File: src/rtl/decode_defs.svh
// Decode stage widths, reset vector and sequential PC step
`ifndef DECODE_DEFS_SVH
`define DECODE_DEFS_SVH

// Data and address width, one word
`define DEC_XLEN 32

// Register index width, enough for x0..x31
`define DEC_REGADDR_W 5

// First fetch address after reset
`define DEC_RESET_VECTOR 32'h0000_0100

// Every instruction is 32 bits wide, so the PC and the link value step by 4
`define DEC_PC_STEP 32'd4

`endif

File: src/rtl/rv_isa_pkg.sv
// RV32I instruction field view with opcode, funct3 and funct7 constants
`default_nettype none
`include "decode_defs.svh"

package rv_isa_pkg;

	typedef struct packed {
		logic [6:0]                funct7;
		logic [`DEC_REGADDR_W-1:0] rs2;
		logic [`DEC_REGADDR_W-1:0] rs1;
		logic [2:0]                funct3;
		logic [`DEC_REGADDR_W-1:0] rd;
		logic [6:0]                opcode;
	} rv_instr_t;

	// ----------------------------------------
	// Major opcodes, low two bits always 2'b11
	localparam logic [6:0] OP_LUI    = 7'b0110111;
	localparam logic [6:0] OP_AUIPC  = 7'b0010111;
	localparam logic [6:0] OP_JAL    = 7'b1101111;
	localparam logic [6:0] OP_JALR   = 7'b1100111;
	localparam logic [6:0] OP_BRANCH = 7'b1100011;
	localparam logic [6:0] OP_LOAD   = 7'b0000011;
	localparam logic [6:0] OP_STORE  = 7'b0100011;
	localparam logic [6:0] OP_IMM    = 7'b0010011;
	localparam logic [6:0] OP_REG    = 7'b0110011;
	localparam logic [6:0] OP_FENCE  = 7'b0001111;

	// ----------------------------------------
	// ALU funct3, shared by OP_IMM and OP_REG
	localparam logic [2:0] F3_ADD  = 3'b000;
	localparam logic [2:0] F3_SLL  = 3'b001;
	localparam logic [2:0] F3_SLT  = 3'b010;
	localparam logic [2:0] F3_SLTU = 3'b011;
	localparam logic [2:0] F3_XOR  = 3'b100;
	localparam logic [2:0] F3_SRL  = 3'b101;
	localparam logic [2:0] F3_OR   = 3'b110;
	localparam logic [2:0] F3_AND  = 3'b111;

	// SUB and SRA are the alternate forms of ADD and SRL
	localparam logic [6:0] F7_BASE = 7'b0000000;
	localparam logic [6:0] F7_ALT  = 7'b0100000;

endpackage

`default_nettype wire

File: src/rtl/decode_pkg.sv
// Decode control encodings, the control bundle and the fetch and jump structs
`default_nettype none
`include "decode_defs.svh"

package decode_pkg;

	typedef enum logic [3:0] {
		ALUOP_ADD, ALUOP_SUB, ALUOP_SLL, ALUOP_LT, ALUOP_LTU,
		ALUOP_XOR, ALUOP_SRL, ALUOP_SRA, ALUOP_OR, ALUOP_AND
	} aluop_e;

	typedef enum logic [3:0] {
		MEMOP_NONE, MEMOP_LB, MEMOP_LH, MEMOP_LW, MEMOP_LBU,
		MEMOP_LHU, MEMOP_SB, MEMOP_SH, MEMOP_SW
	} memop_e;

	// Branch taken test applied to the ALU result in execute
	typedef enum logic [1:0] {
		BCOND_NEVER, BCOND_ZERO, BCOND_NZERO, BCOND_ALWAYS
	} bcond_e;

	typedef enum logic {SRCA_RS1, SRCA_PC} alusrc_a_e;
	typedef enum logic {SRCB_RS2, SRCB_IMM} alusrc_b_e;

	typedef enum logic [1:0] {
		EXCEPT_NONE, EXCEPT_INSTR_FAULT, EXCEPT_INSTR_ILLEGAL
	} except_e;

	// Everything execute needs to run one instruction
	typedef struct packed {
		logic [`DEC_REGADDR_W-1:0] rs1;
		logic [`DEC_REGADDR_W-1:0] rs2;
		logic [`DEC_REGADDR_W-1:0] rd;
		logic [`DEC_XLEN-1:0]      imm;
		alusrc_a_e                 alusrc_a;
		alusrc_b_e                 alusrc_b;
		aluop_e                    aluop;
		memop_e                    memop;
		bcond_e                    branchcond;
		logic [`DEC_XLEN-1:0]      addr_offs;
		logic                      addr_is_regoffs;
		except_e                   except;
	} dec_ctrl_t;

	// Current instruction register as presented by fetch
	typedef struct packed {
		rv_isa_pkg::rv_instr_t instr;
		logic                  valid;
		logic                  err;
	} fetch_cir_t;

	typedef struct packed {
		logic                 now;
		logic [`DEC_XLEN-1:0] target;
		logic                 not_except;
	} jump_req_t;

endpackage

`default_nettype wire

File: src/rtl/decode_top.sv
// Decode stage top level chaining the decode sections beside the PC and CIR controller
`timescale 1ns/1ps
`default_nettype none
`include "decode_defs.svh"

module decode_top (
	input  wire                         clk,
	input  wire                         rst_n,
	input  wire decode_pkg::fetch_cir_t cir_i,
	input  wire decode_pkg::jump_req_t  jump_i,
	input  wire                         x_stall_i,
	output decode_pkg::dec_ctrl_t       ctrl_o,
	output logic [`DEC_XLEN-1:0]        pc_o,
	output logic                        cir_use_o,
	output logic                        cir_lock_o,
	output logic                        starved_o
);

	logic [`DEC_XLEN-1:0]  imm_i;
	logic [`DEC_XLEN-1:0]  imm_s;
	logic [`DEC_XLEN-1:0]  imm_b;
	logic [`DEC_XLEN-1:0]  imm_u;
	logic [`DEC_XLEN-1:0]  imm_j;
	logic [`DEC_XLEN-1:0]  addr_offs;
	decode_pkg::dec_ctrl_t ctrl_raw;
	logic                  illegal;
	logic                  lock_prev;

	imm_gen u_imm_gen (
		.instr_i     (cir_i.instr),
		.imm_i_o     (imm_i),
		.imm_s_o     (imm_s),
		.imm_b_o     (imm_b),
		.imm_u_o     (imm_u),
		.imm_j_o     (imm_j),
		.addr_offs_o (addr_offs)
	);

	op_decode u_op_decode (
		.instr_i     (cir_i.instr),
		.imm_i_i     (imm_i),
		.imm_s_i     (imm_s),
		.imm_b_i     (imm_b),
		.imm_u_i     (imm_u),
		.imm_j_i     (imm_j),
		.addr_offs_i (addr_offs),
		.ctrl_o      (ctrl_raw),
		.illegal_o   (illegal)
	);

	fault_squash u_fault_squash (
		.ctrl_i      (ctrl_raw),
		.illegal_i   (illegal),
		.starved_i   (starved_o),
		.fetch_err_i (cir_i.err),
		.lock_prev_i (lock_prev),
		.ctrl_o      (ctrl_o)
	);

	pc_cir_ctrl u_pc_cir_ctrl (
		.clk         (clk),
		.rst_n       (rst_n),
		.cir_valid_i (cir_i.valid),
		.x_stall_i   (x_stall_i),
		.jump_i      (jump_i),
		.pc_o        (pc_o),
		.cir_use_o   (cir_use_o),
		.cir_lock_o  (cir_lock_o),
		.lock_prev_o (lock_prev),
		.starved_o   (starved_o)
	);

endmodule

`default_nettype wire

File: src/rtl/fault_squash.sv
// Fault squash stage that cancels side effects and attaches the exception code
`timescale 1ns/1ps
`default_nettype none

module fault_squash (
	input  wire decode_pkg::dec_ctrl_t ctrl_i,
	input  wire                        illegal_i,
	input  wire                        starved_i,
	input  wire                        fetch_err_i,
	input  wire                        lock_prev_i,
	output decode_pkg::dec_ctrl_t      ctrl_o
);

	logic fault;

	// A bus error only counts once the word it came with is actually valid
	assign fault = fetch_err_i && !starved_i;

	always_comb begin
		ctrl_o = ctrl_i;

		if (fault || illegal_i || starved_i) begin
			ctrl_o.rs1        = '0;
			ctrl_o.rs2        = '0;
			ctrl_o.rd         = '0;
			ctrl_o.memop      = decode_pkg::MEMOP_NONE;
			ctrl_o.branchcond = decode_pkg::BCOND_NEVER;
			// Fetch fault wins, and garbage in a starved CIR is never reported
			if (fault)
				ctrl_o.except = decode_pkg::EXCEPT_INSTR_FAULT;
			else if (illegal_i && !starved_i)
				ctrl_o.except = decode_pkg::EXCEPT_INSTR_ILLEGAL;
			else
				ctrl_o.except = decode_pkg::EXCEPT_NONE;
		end

		// The jump was already issued before the lock, so it must not fire again
		if (lock_prev_i)
			ctrl_o.branchcond = decode_pkg::BCOND_NEVER;

		assert (ctrl_o.except == decode_pkg::EXCEPT_NONE ||
			ctrl_o.memop == decode_pkg::MEMOP_NONE)
			else $error("fault_squash: excepting instruction keeps a memory access");
	end

endmodule

`default_nettype wire

File: src/rtl/imm_gen.sv
// Immediate generator for the five RV32I formats and the address offset select
`timescale 1ns/1ps
`default_nettype none
`include "decode_defs.svh"

module imm_gen (
	input  wire rv_isa_pkg::rv_instr_t instr_i,
	output logic [`DEC_XLEN-1:0]      imm_i_o,
	output logic [`DEC_XLEN-1:0]      imm_s_o,
	output logic [`DEC_XLEN-1:0]      imm_b_o,
	output logic [`DEC_XLEN-1:0]      imm_u_o,
	output logic [`DEC_XLEN-1:0]      imm_j_o,
	output logic [`DEC_XLEN-1:0]      addr_offs_o
);

	logic [`DEC_XLEN-1:0] ir;

	assign ir = instr_i;

	// Bit 31 is the sign in every format
	assign imm_i_o = {{21{ir[31]}}, ir[30:20]};
	assign imm_s_o = {{21{ir[31]}}, ir[30:25], ir[11:7]};
	assign imm_b_o = {{20{ir[31]}}, ir[7], ir[30:25], ir[11:8], 1'b0};
	assign imm_u_o = {ir[31:12], 12'h000};
	assign imm_j_o = {{12{ir[31]}}, ir[19:12], ir[20], ir[30:21], 1'b0};

	// Offset added to the PC or rs1 to form a jump, branch or memory address
	always_comb begin
		case (instr_i.opcode)
			rv_isa_pkg::OP_JAL:    addr_offs_o = imm_j_o;
			rv_isa_pkg::OP_BRANCH: addr_offs_o = imm_b_o;
			rv_isa_pkg::OP_STORE:  addr_offs_o = imm_s_o;
			rv_isa_pkg::OP_JALR,
			rv_isa_pkg::OP_LOAD:   addr_offs_o = imm_i_o;
			default:               addr_offs_o = '0;
		endcase
	end

endmodule

`default_nettype wire

File: src/rtl/op_decode.sv
// Opcode decoder producing the raw execute control bundle and the illegal flag
`timescale 1ns/1ps
`default_nettype none
`include "decode_defs.svh"

module op_decode (
	input  wire rv_isa_pkg::rv_instr_t instr_i,
	input  wire [`DEC_XLEN-1:0]        imm_i_i,
	input  wire [`DEC_XLEN-1:0]        imm_s_i,
	input  wire [`DEC_XLEN-1:0]        imm_b_i,
	input  wire [`DEC_XLEN-1:0]        imm_u_i,
	input  wire [`DEC_XLEN-1:0]        imm_j_i,
	input  wire [`DEC_XLEN-1:0]        addr_offs_i,
	output decode_pkg::dec_ctrl_t      ctrl_o,
	output logic                       illegal_o
);

	logic f7_base;
	logic f7_alt;
	logic is_jump;

	assign f7_base = instr_i.funct7 == rv_isa_pkg::F7_BASE;
	assign f7_alt  = instr_i.funct7 == rv_isa_pkg::F7_ALT;
	assign is_jump = instr_i.opcode == rv_isa_pkg::OP_JAL ||
		instr_i.opcode == rv_isa_pkg::OP_JALR;

	always_comb begin
		ctrl_o.rs1             = instr_i.rs1;
		ctrl_o.rs2             = instr_i.rs2;
		ctrl_o.rd              = instr_i.rd;
		ctrl_o.imm             = imm_i_i;
		ctrl_o.alusrc_a        = decode_pkg::SRCA_RS1;
		ctrl_o.alusrc_b        = decode_pkg::SRCB_RS2;
		ctrl_o.aluop           = decode_pkg::ALUOP_ADD;
		ctrl_o.memop           = decode_pkg::MEMOP_NONE;
		ctrl_o.branchcond      = decode_pkg::BCOND_NEVER;
		ctrl_o.addr_offs       = addr_offs_i;
		ctrl_o.addr_is_regoffs = 1'b0;
		ctrl_o.except          = decode_pkg::EXCEPT_NONE;
		illegal_o              = 1'b0;

		case (instr_i.opcode)
			rv_isa_pkg::OP_IMM, rv_isa_pkg::OP_REG: begin
				case (instr_i.funct3)
					rv_isa_pkg::F3_ADD:  ctrl_o.aluop = decode_pkg::ALUOP_ADD;
					rv_isa_pkg::F3_SLL:  ctrl_o.aluop = decode_pkg::ALUOP_SLL;
					rv_isa_pkg::F3_SLT:  ctrl_o.aluop = decode_pkg::ALUOP_LT;
					rv_isa_pkg::F3_SLTU: ctrl_o.aluop = decode_pkg::ALUOP_LTU;
					rv_isa_pkg::F3_XOR:  ctrl_o.aluop = decode_pkg::ALUOP_XOR;
					rv_isa_pkg::F3_SRL:  ctrl_o.aluop = f7_alt ?
						decode_pkg::ALUOP_SRA : decode_pkg::ALUOP_SRL;
					rv_isa_pkg::F3_OR:   ctrl_o.aluop = decode_pkg::ALUOP_OR;
					default:             ctrl_o.aluop = decode_pkg::ALUOP_AND;
				endcase
				if (instr_i.opcode == rv_isa_pkg::OP_IMM) begin
					// Only the shifts carry funct7 in the immediate form
					ctrl_o.alusrc_b = decode_pkg::SRCB_IMM;
					ctrl_o.rs2      = '0;
					illegal_o = (instr_i.funct3 == rv_isa_pkg::F3_SLL && !f7_base) ||
						(instr_i.funct3 == rv_isa_pkg::F3_SRL && !f7_base && !f7_alt);
				end else begin
					if (instr_i.funct3 == rv_isa_pkg::F3_ADD && f7_alt)
						ctrl_o.aluop = decode_pkg::ALUOP_SUB;
					illegal_o = !(f7_base || (f7_alt &&
						(instr_i.funct3 == rv_isa_pkg::F3_ADD ||
						instr_i.funct3 == rv_isa_pkg::F3_SRL)));
				end
			end
			rv_isa_pkg::OP_LOAD: begin
				ctrl_o.addr_is_regoffs = 1'b1;
				ctrl_o.rs2             = '0;
				case (instr_i.funct3)
					3'b000:  ctrl_o.memop = decode_pkg::MEMOP_LB;
					3'b001:  ctrl_o.memop = decode_pkg::MEMOP_LH;
					3'b010:  ctrl_o.memop = decode_pkg::MEMOP_LW;
					3'b100:  ctrl_o.memop = decode_pkg::MEMOP_LBU;
					3'b101:  ctrl_o.memop = decode_pkg::MEMOP_LHU;
					default: illegal_o    = 1'b1;
				endcase
			end
			rv_isa_pkg::OP_STORE: begin
				ctrl_o.addr_is_regoffs = 1'b1;
				ctrl_o.rd              = '0;
				case (instr_i.funct3)
					3'b000:  ctrl_o.memop = decode_pkg::MEMOP_SB;
					3'b001:  ctrl_o.memop = decode_pkg::MEMOP_SH;
					3'b010:  ctrl_o.memop = decode_pkg::MEMOP_SW;
					default: illegal_o    = 1'b1;
				endcase
			end
			rv_isa_pkg::OP_BRANCH: begin
				ctrl_o.rd = '0;
				case (instr_i.funct3[2:1])
					2'b00:   ctrl_o.aluop = decode_pkg::ALUOP_SUB;
					2'b10:   ctrl_o.aluop = decode_pkg::ALUOP_LT;
					2'b11:   ctrl_o.aluop = decode_pkg::ALUOP_LTU;
					default: illegal_o    = 1'b1;
				endcase
				// BEQ, BGE and BGEU take the branch on a zero result, the others on nonzero
				ctrl_o.branchcond = (instr_i.funct3[2] == instr_i.funct3[0]) ?
					decode_pkg::BCOND_ZERO : decode_pkg::BCOND_NZERO;
			end
			rv_isa_pkg::OP_JAL, rv_isa_pkg::OP_JALR: begin
				// Execute computes the link value PC + 4 while fetch takes the jump
				ctrl_o.branchcond = decode_pkg::BCOND_ALWAYS;
				ctrl_o.alusrc_a   = decode_pkg::SRCA_PC;
				ctrl_o.alusrc_b   = decode_pkg::SRCB_IMM;
				ctrl_o.imm        = `DEC_PC_STEP;
				ctrl_o.rs2        = '0;
				if (instr_i.opcode == rv_isa_pkg::OP_JAL) begin
					ctrl_o.rs1 = '0;
				end else begin
					ctrl_o.addr_is_regoffs = 1'b1;
					illegal_o              = instr_i.funct3 != 3'b000;
				end
			end
			rv_isa_pkg::OP_LUI, rv_isa_pkg::OP_AUIPC: begin
				ctrl_o.imm      = imm_u_i;
				ctrl_o.alusrc_b = decode_pkg::SRCB_IMM;
				ctrl_o.rs1      = '0;
				ctrl_o.rs2      = '0;
				if (instr_i.opcode == rv_isa_pkg::OP_AUIPC)
					ctrl_o.alusrc_a = decode_pkg::SRCA_PC;
			end
			rv_isa_pkg::OP_FENCE: begin
				// No caches or reordering here, so FENCE retires as a no-op
				ctrl_o.rd = '0;
				illegal_o = instr_i.funct3 != 3'b000;
			end
			default: begin
				illegal_o = 1'b1;
			end
		endcase

		assert (ctrl_o.branchcond != decode_pkg::BCOND_ALWAYS || is_jump)
			else $error("op_decode: unconditional jump on non-jump opcode");
		// The offset from imm_gen has to match the format of the control transfer or store
		assert ((instr_i.opcode != rv_isa_pkg::OP_JAL || addr_offs_i == imm_j_i) &&
			(instr_i.opcode != rv_isa_pkg::OP_BRANCH || addr_offs_i == imm_b_i) &&
			(instr_i.opcode != rv_isa_pkg::OP_STORE || addr_offs_i == imm_s_i))
			else $error("op_decode: address offset format mismatch");
	end

endmodule

`default_nettype wire

File: src/rtl/pc_cir_ctrl.sv
// Decode PC register, CIR lock, starved and consume strobes
`timescale 1ns/1ps
`default_nettype none
`include "decode_defs.svh"

module pc_cir_ctrl (
	input  wire                        clk,
	input  wire                        rst_n,
	input  wire                        cir_valid_i,
	input  wire                        x_stall_i,
	input  wire decode_pkg::jump_req_t jump_i,
	output logic [`DEC_XLEN-1:0]       pc_o,
	output logic                       cir_use_o,
	output logic                       cir_lock_o,
	output logic                       lock_prev_o,
	output logic                       starved_o
);

	logic d_stall;
	logic jump_by_d;
	logic lock_set;
	logic lock_release;
	logic lock_prev;

	assign starved_o = !cir_valid_i;
	assign d_stall   = x_stall_i || starved_o;
	assign cir_use_o = !d_stall;

	// A jump issued by the instruction in decode while decode cannot retire it.
	// The CIR is held so fetch data cannot overwrite the link or recovery work
	assign jump_by_d    = jump_i.now && jump_i.not_except;
	assign lock_set     = jump_by_d && d_stall;
	assign lock_release = !d_stall;
	assign cir_lock_o   = (lock_prev && !lock_release) || lock_set;
	assign lock_prev_o  = lock_prev;

	always_ff @(posedge clk or negedge rst_n) begin
		if (!rst_n)
			lock_prev <= 1'b0;
		else
			lock_prev <= cir_lock_o;
	end

	// ----------------------------------------
	// PC follows the instruction in the CIR
	always_ff @(posedge clk or negedge rst_n) begin
		if (!rst_n) begin
			pc_o <= `DEC_RESET_VECTOR;
		end else if ((jump_i.now && !lock_set) || (lock_prev && lock_release)) begin
			pc_o <= jump_i.target;
		end else if (!d_stall && !cir_lock_o) begin
			pc_o <= pc_o + `DEC_PC_STEP;
		end
	end

	a_no_use_in_stall: assert property (@(posedge clk) disable iff (!rst_n)
		!(cir_use_o && x_stall_i))
		else $error("pc_cir_ctrl: CIR consumed during execute stall");

	a_lock_rise_stalled: assert property (@(posedge clk) disable iff (!rst_n)
		$rose(cir_lock_o) |-> (x_stall_i || starved_o))
		else $error("pc_cir_ctrl: CIR lock raised without a stall");

endmodule

`default_nettype wire

File: config.mk
export PLATFORM = sky130hd
export DESIGN_NAME = decode_top
export DESIGN_NICKNAME = d
export VERILOG_FILES = /design/src/rtl/rv_isa_pkg.sv /design/src/rtl/decode_pkg.sv /design/src/rtl/decode_top.sv /design/src/rtl/fault_squash.sv /design/src/rtl/imm_gen.sv /design/src/rtl/op_decode.sv /design/src/rtl/pc_cir_ctrl.sv
export VERILOG_INCLUDE_DIRS = /design/src /design/src/rtl
export SDC_FILE = /design/constraint.sdc
export NUM_CORES = 1
export LEC_CHECK = 0
export ABC_CLOCK_PERIOD_IN_PS = 2400
export BUFFER_PORTS_ARGS = -buffer_cell sky130_fd_sc_hd__buf_2
export CORE_ASPECT_RATIO = 1.25
export CORE_MARGIN = 4
export CORE_UTILIZATION = 40
export DETAILED_ROUTE_END_ITERATION = 8
export PLACE_DENSITY = 0.78
export SYNTH_ARGS = -nofsm -noshare
export SYNTH_HDL_FRONTEND = slang
export SYNTH_SLANG_ARGS = --single-unit
File: constraint.sdc
create_clock -name clk -period 2.4 [get_ports clk]
set_input_delay 0.48 -clock clk [delete_from_list [all_inputs] [get_ports clk]]
set_output_delay 0.48 -clock clk [all_outputs]
set_load 0.01 [all_outputs]
; After elaboration in Yosys (flattened, before gate mapping)
; Index checks and enable logic that the tools add are counted.
[op_classes]
muxes = 37
n_addsub = 1
n_reduce_logical = 44
n_eq_ne = 20
[op_table]
columns = cell, n
row1 = 32-bit one-hot mux with 4 select lines, 1
row2 = 33-bit one-hot mux with 2 select lines, 1
row3 = 32-bit 2-to-1 mux, 2
row4 = 32-bit by 3-bit adder with 32-bit output (second input constant), 1
row5 = 7-bit by 6-bit == test with 1-bit output (second input constant), 4
row6 = 4-bit one-hot mux with 7 select lines, 1
row7 = 7-bit == test (second input constant), 3
row8 = 5-bit one-hot mux with 2 select lines, 2
row9 = 4-bit one-hot mux with 2 select lines, 2
row10 = 15-bit 2-to-1 mux, 1
row11 = 5-bit 2-to-1 mux, 3
row12 = 3-bit one-hot mux with 5 select lines, 1
row13 = 7-bit by 5-bit == test with 1-bit output (second input constant), 2
row14 = 1-bit logical AND, 13
row15 = 4-bit one-hot mux with 3 select lines, 1
row16 = 2-bit 2-to-1 mux, 5
row17 = 2-bit OR reduction, 5
row18 = 5-bit OR reduction, 2
row19 = 3-bit == test (second input constant), 3
row20 = 1-bit 2-to-1 mux, 9
row21 = 3-bit one-hot mux with 3 select lines, 1
row22 = 3-bit OR reduction, 3
row23 = 1-bit logical OR, 8
row24 = 4-bit 2-to-1 mux, 2
row25 = 17 further kinds, 26
[totals]
out_inout_bits = 129
elab_cells = 104
in_bits = 71
reg_bits = 33

; Depth between registers and ports, before layout
[logic_depth]
ltp_word = 11
mapped_depth = 7
ltp_nobuf = 6

; Modules after synthesis
; A second synthesis with hierarchy kept.
[hier_totals]
hier_cells = 745
area_unflattened_um2 = 5645.4
[by_module_without_submodules]
columns = module, cells_each, area_each_um2, instances, seq_area_each_um2
row1 = pc_cir_ctrl, 236, 1995.7, 1, 827.0
row2 = imm_gen, 226, 1664.1, 1, 0.0
row3 = op_decode, 183, 1260.0, 1, 0.0
row4 = fault_squash, 100, 725.7, 1, 0.0

; Worst setup path after synthesis
; No wires, ideal clock.
[synth_timing]
kind = input to output
start = in cir_i[4] (netlist bit)
end = out ctrl_o[24] (netlist bit)
required_ns = 1.920
stages = 7
path_buffers = 2
path_slack_ns = -0.259
arrival_ns = 2.179
cell_sequence = buf_2 nand3b_1 or3_1 a21oi_1 nor2_1 nor2b_1 buf_4
[synth_lines]
columns = element, line_no
row1 = start: declaration, decode_top.sv:9  ; input wire decode_pkg::fetch_cir_t cir_i,
row2 = end: declaration, decode_top.sv:12  ; output decode_pkg::dec_ctrl_t ctrl_o,

==> metrics.md <==
| Metric | Value |
|---|---|
| Outcome | complete, but fails checks |
| Failing checks | setup timing |
| Setup WS pre-CTS | -0.2207 ns |
| Power Density | 416.9 nW/um^2 |
| Root Driver | clkbuf_8 |
| Via count | 4637 |
| Initial core utilization | 0.4077 |
| GRT met3 Usage | 0.06653 |
| Clk pwr share | 0.198 |
| Detail Route Antenna Nets | 0 |
| Largest net degree at the start of global routing | 35 |
| Worst setup path startpoint | cir_i[14] |
| First-pass GRT wire length | 21910 um |
| Switching Fraction | 0.4092 |
| Rel. slew slack | 0.4806 |
| Worst R2R Path Depth | 5 |
| Slew Viols, Final | 0 |
| CTS Buffer Depth | 2 |
| Worst-margin pin slew | 0.7791 ns |
| Routability cong. | 0.9568 |
| DP HPWL | 11130 um |
| Worst hold path type | input port to async pin |
| Seq pwr share | 0.379 |
| Register area share after synthesis | 0.2476 |
| Proportion of layout cells with a drive suffix above 1 | 0.4670 |
| Die ar. | 9887 um^2 |
| RSZ-0062 raised after global routing | yes |
| N_diodes | 0 |
| Ratio of final minimum period to clock period | 1.057 |
| GR Util All Layers | 0.2720 |
| Drt wl/cell | 18.11 um |
| Syn-to-layout area delta | 52.77% |
| Final setup fails | 42 |
| Storage element area | 827.0 um^2 |
| Drt drc | 0 |
| Synth top area share | 0.2397 |
| Synthesized area per cell | 7.138 um^2 |
| H-tree depth | 2 |
| M1 GR Usage | 0.3089 |
| Commonest cells in the netlist | 59 x nand2_1, 40 x nor2_1, 32 x a21oi_1, 32 x dfrtp_1, 30 x a21o_1 |
| Multi-input logic area | 2479 um^2 |
| FF-to-FF Start | u_pc_cir_ctrl.pc_o[8] |
| Max-Cap Viols | 0 |
| Cell type with the largest total area after synthesis | dfrtp_1 |
| F_max | 394.4 MHz |
| TritonCTS buffer count | 5 |
| Largest cells by area after synthesis | dfrtp_1 24%, a21o_1 6.7%, nand2_1 6.6% |
| Internal Power | 1.257 mW |
| Nets | 768 |
| Fraction of registers with async set/reset | 1.000 |
| Endpoints failing hold | 0 |
| Synth cell types | 66 |
| PortBufs | 199 |
| Initial antenna violation count | 0 |
| Number of synthesized flops with an enable pin | 0 |
| Fin crit period | 2.536 ns |
| Vias in the first global route | 4327 |
| Sink Count | 33 |
| Fill cells | 758 |
| DR iter-0 viols | 233 |
| Setup Crit Path Kind | input port to output port |
| Most frequent cell after synthesis | nand2_1 |
| Pleak | 2.663 nW |
| Row cnt | 37 |
| First-pass iteration count of the detailed router | 4 |
| Syn_nets | 541 |
| Clk_lat worst skew | 0.30 ns |
| Worst Path Required | 1.92 ns |
| Worst-path fanout max | 8 |
| TritonCTS clock tree | built |
| Core footprint | 8194 um^2 |
| Die Y | 110.2 um |
| Net Switching | 0.8707 mW |
| Clk slew on worst S/H paths | 0.07 ns |
| Ports | 200 |
| Chip width | 89.74 um |
| Kind of end point of the critical path | output port |
| Post-Syn Area | 3341 um^2 |
| Routed wire length | 14370 um |
| Worst path arrival time | 2.06 ns |
| Global-route layer with the greatest usage | met2 |
| Syn Inst Count | 468 |
| Synth Flop Type | dfrtp_1 |
| Final Worst Setup Slack | -0.1357 ns |
| Clock Skews | 0.006106 ns |
| Crit path launch type | input port |
| Gate power share | 0.423 |
| VDD IR max | 494.2 uV |
| Synth warn | 0 |
| Global route overflow | 0 |
| Post-synthesis register bit count | 33 |
| Overall power | 2.128 mW |
| Post-DR vias/cell | 5.847 |
| Grt met2 use | 0.4989 |
-- power by group through the flow --
stage | Combinational [mW] | Sequential (mW) | Clock [mW]
after floorplan | 0.419 | 0.836 | 0
final | 0.900 | 0.807 | 0.421
after global routing | 0.986 | 0.824 | 0.447
after global placement | 0.856 | 0.801 | 0
after CTS | 0.881 | 0.802 | 0.424
after detailed placement | 0.871 | 0.809 | 0
-- flip-flops by register name (all words and copies together), names as in the netlist --
name and count:
u_pc_cir_ctrl.lock_prev_o 1, u_pc_cir_ctrl.pc_o 32
-- routing by layer --
layer / part of all wire / up-vias
met1: 0.37 / 2185
met3: 0.091 / 28
met2: 0.51 / 249
met5: 0 / -
li1: - / 2175
met4: 0.025 / 0
-- worst max-delay path: stages --
cell,delay [ns]
buf_6,0.10
or2_4,0.25
o311a_1,0.30
o221ai_2,0.17
o2111ai_2,0.16
buf_6,0.19
nor4b_4,0.23
buf_2,0.17
-- per-stage QoR --
stage / setup TNS (ns) / area [um^2] / instances / util / hold slack, ns
floorplan: -0.3063 / 3506 / 468 / - / 0.1844
global placement: -2.234 / 4872 / 780 / 0.5946 / 0.4580
detailed placement: -2.827 / 4872 / 780 / 0.5946 / 0.4813
CTS: -1.481 / 5000 / 789 / 0.6102 / 0.2846
global route: -5.931 / 5104 / 793 / 0.6228 / 0.3077
finish: -2.164 / 5104 / 793 / 0.6228 / 0.2564
-- path summary, 6_finish.rpt --
kind / to / slack (ns)
min: u_pc_cir_ctrl.pc_o[7] / 0.26
max reg2reg: u_pc_cir_ctrl.pc_o[29] / 0.29
min in group clk: u_pc_cir_ctrl.pc_o[0] / 0.38
max in group asynchronous: u_pc_cir_ctrl.pc_o[30] / 1.64
min reg2reg: u_pc_cir_ctrl.pc_o[0] / 0.49
max: ctrl_o[35] / -0.14
-- logic make-up after synthesis --
family / count (synthesis) / synth area share
buffers and inverters: 54 / 0.07528
xor gates and xnor gates: 2 / 0.005244
DFF: 33 / 0.2476
adders and majority gates: 2 / 0.007489
and+or+nand+nor: 232 / 0.3693
AOI/OAI and AO/OA: 145 / 0.2951
-- cell usage in the layout (no fill, tap or decap), types with 4 or more instances in the layout --
cell type / count
buf_2: 196
nand2_1: 59
buf_4: 56
nor2_1: 36
a21oi_1: 32
dfrtp_1: 32
a21o_1: 30
o21ai_0: 23
and3_1: 21
nor3_2: 17
nand3_1: 15
nor3_1: 11
inv_1: 8
nor2b_1: 8
o22ai_1: 8
nand4_1: 7
nand3b_1: 7
buf_6: 7
a22o_1: 5
a31oi_1: 5
a311oi_1: 5
clkbuf_8: 5
nor2_2: 4
and4_1: 4
or2_2: 4
o21a_1: 4
or3_1: 4
nor4_1: 4
-- timing repair --
item | CTS | global route
endpoints found under the setup margin | 36 | 81
resized for setup | 9 | 19
setup buffers | 1 | 3
cloned | 0 | 1
hold buffers | 0 | 0
pin swaps | 8 | 4
hold endpoints to repair | 0 | 0
-- cell type report --
type / count / area share
clock buffers: 8 / 0.01569
inverters: 9 / 0.006619
well taps: 97 / 0.02378
multi-input cells: 382 / 0.4857
flip-flops and latches: 33 / 0.1620
repair buffers: 264 / 0.3062
Note: power is estimated with default switching activity, not from simulation.
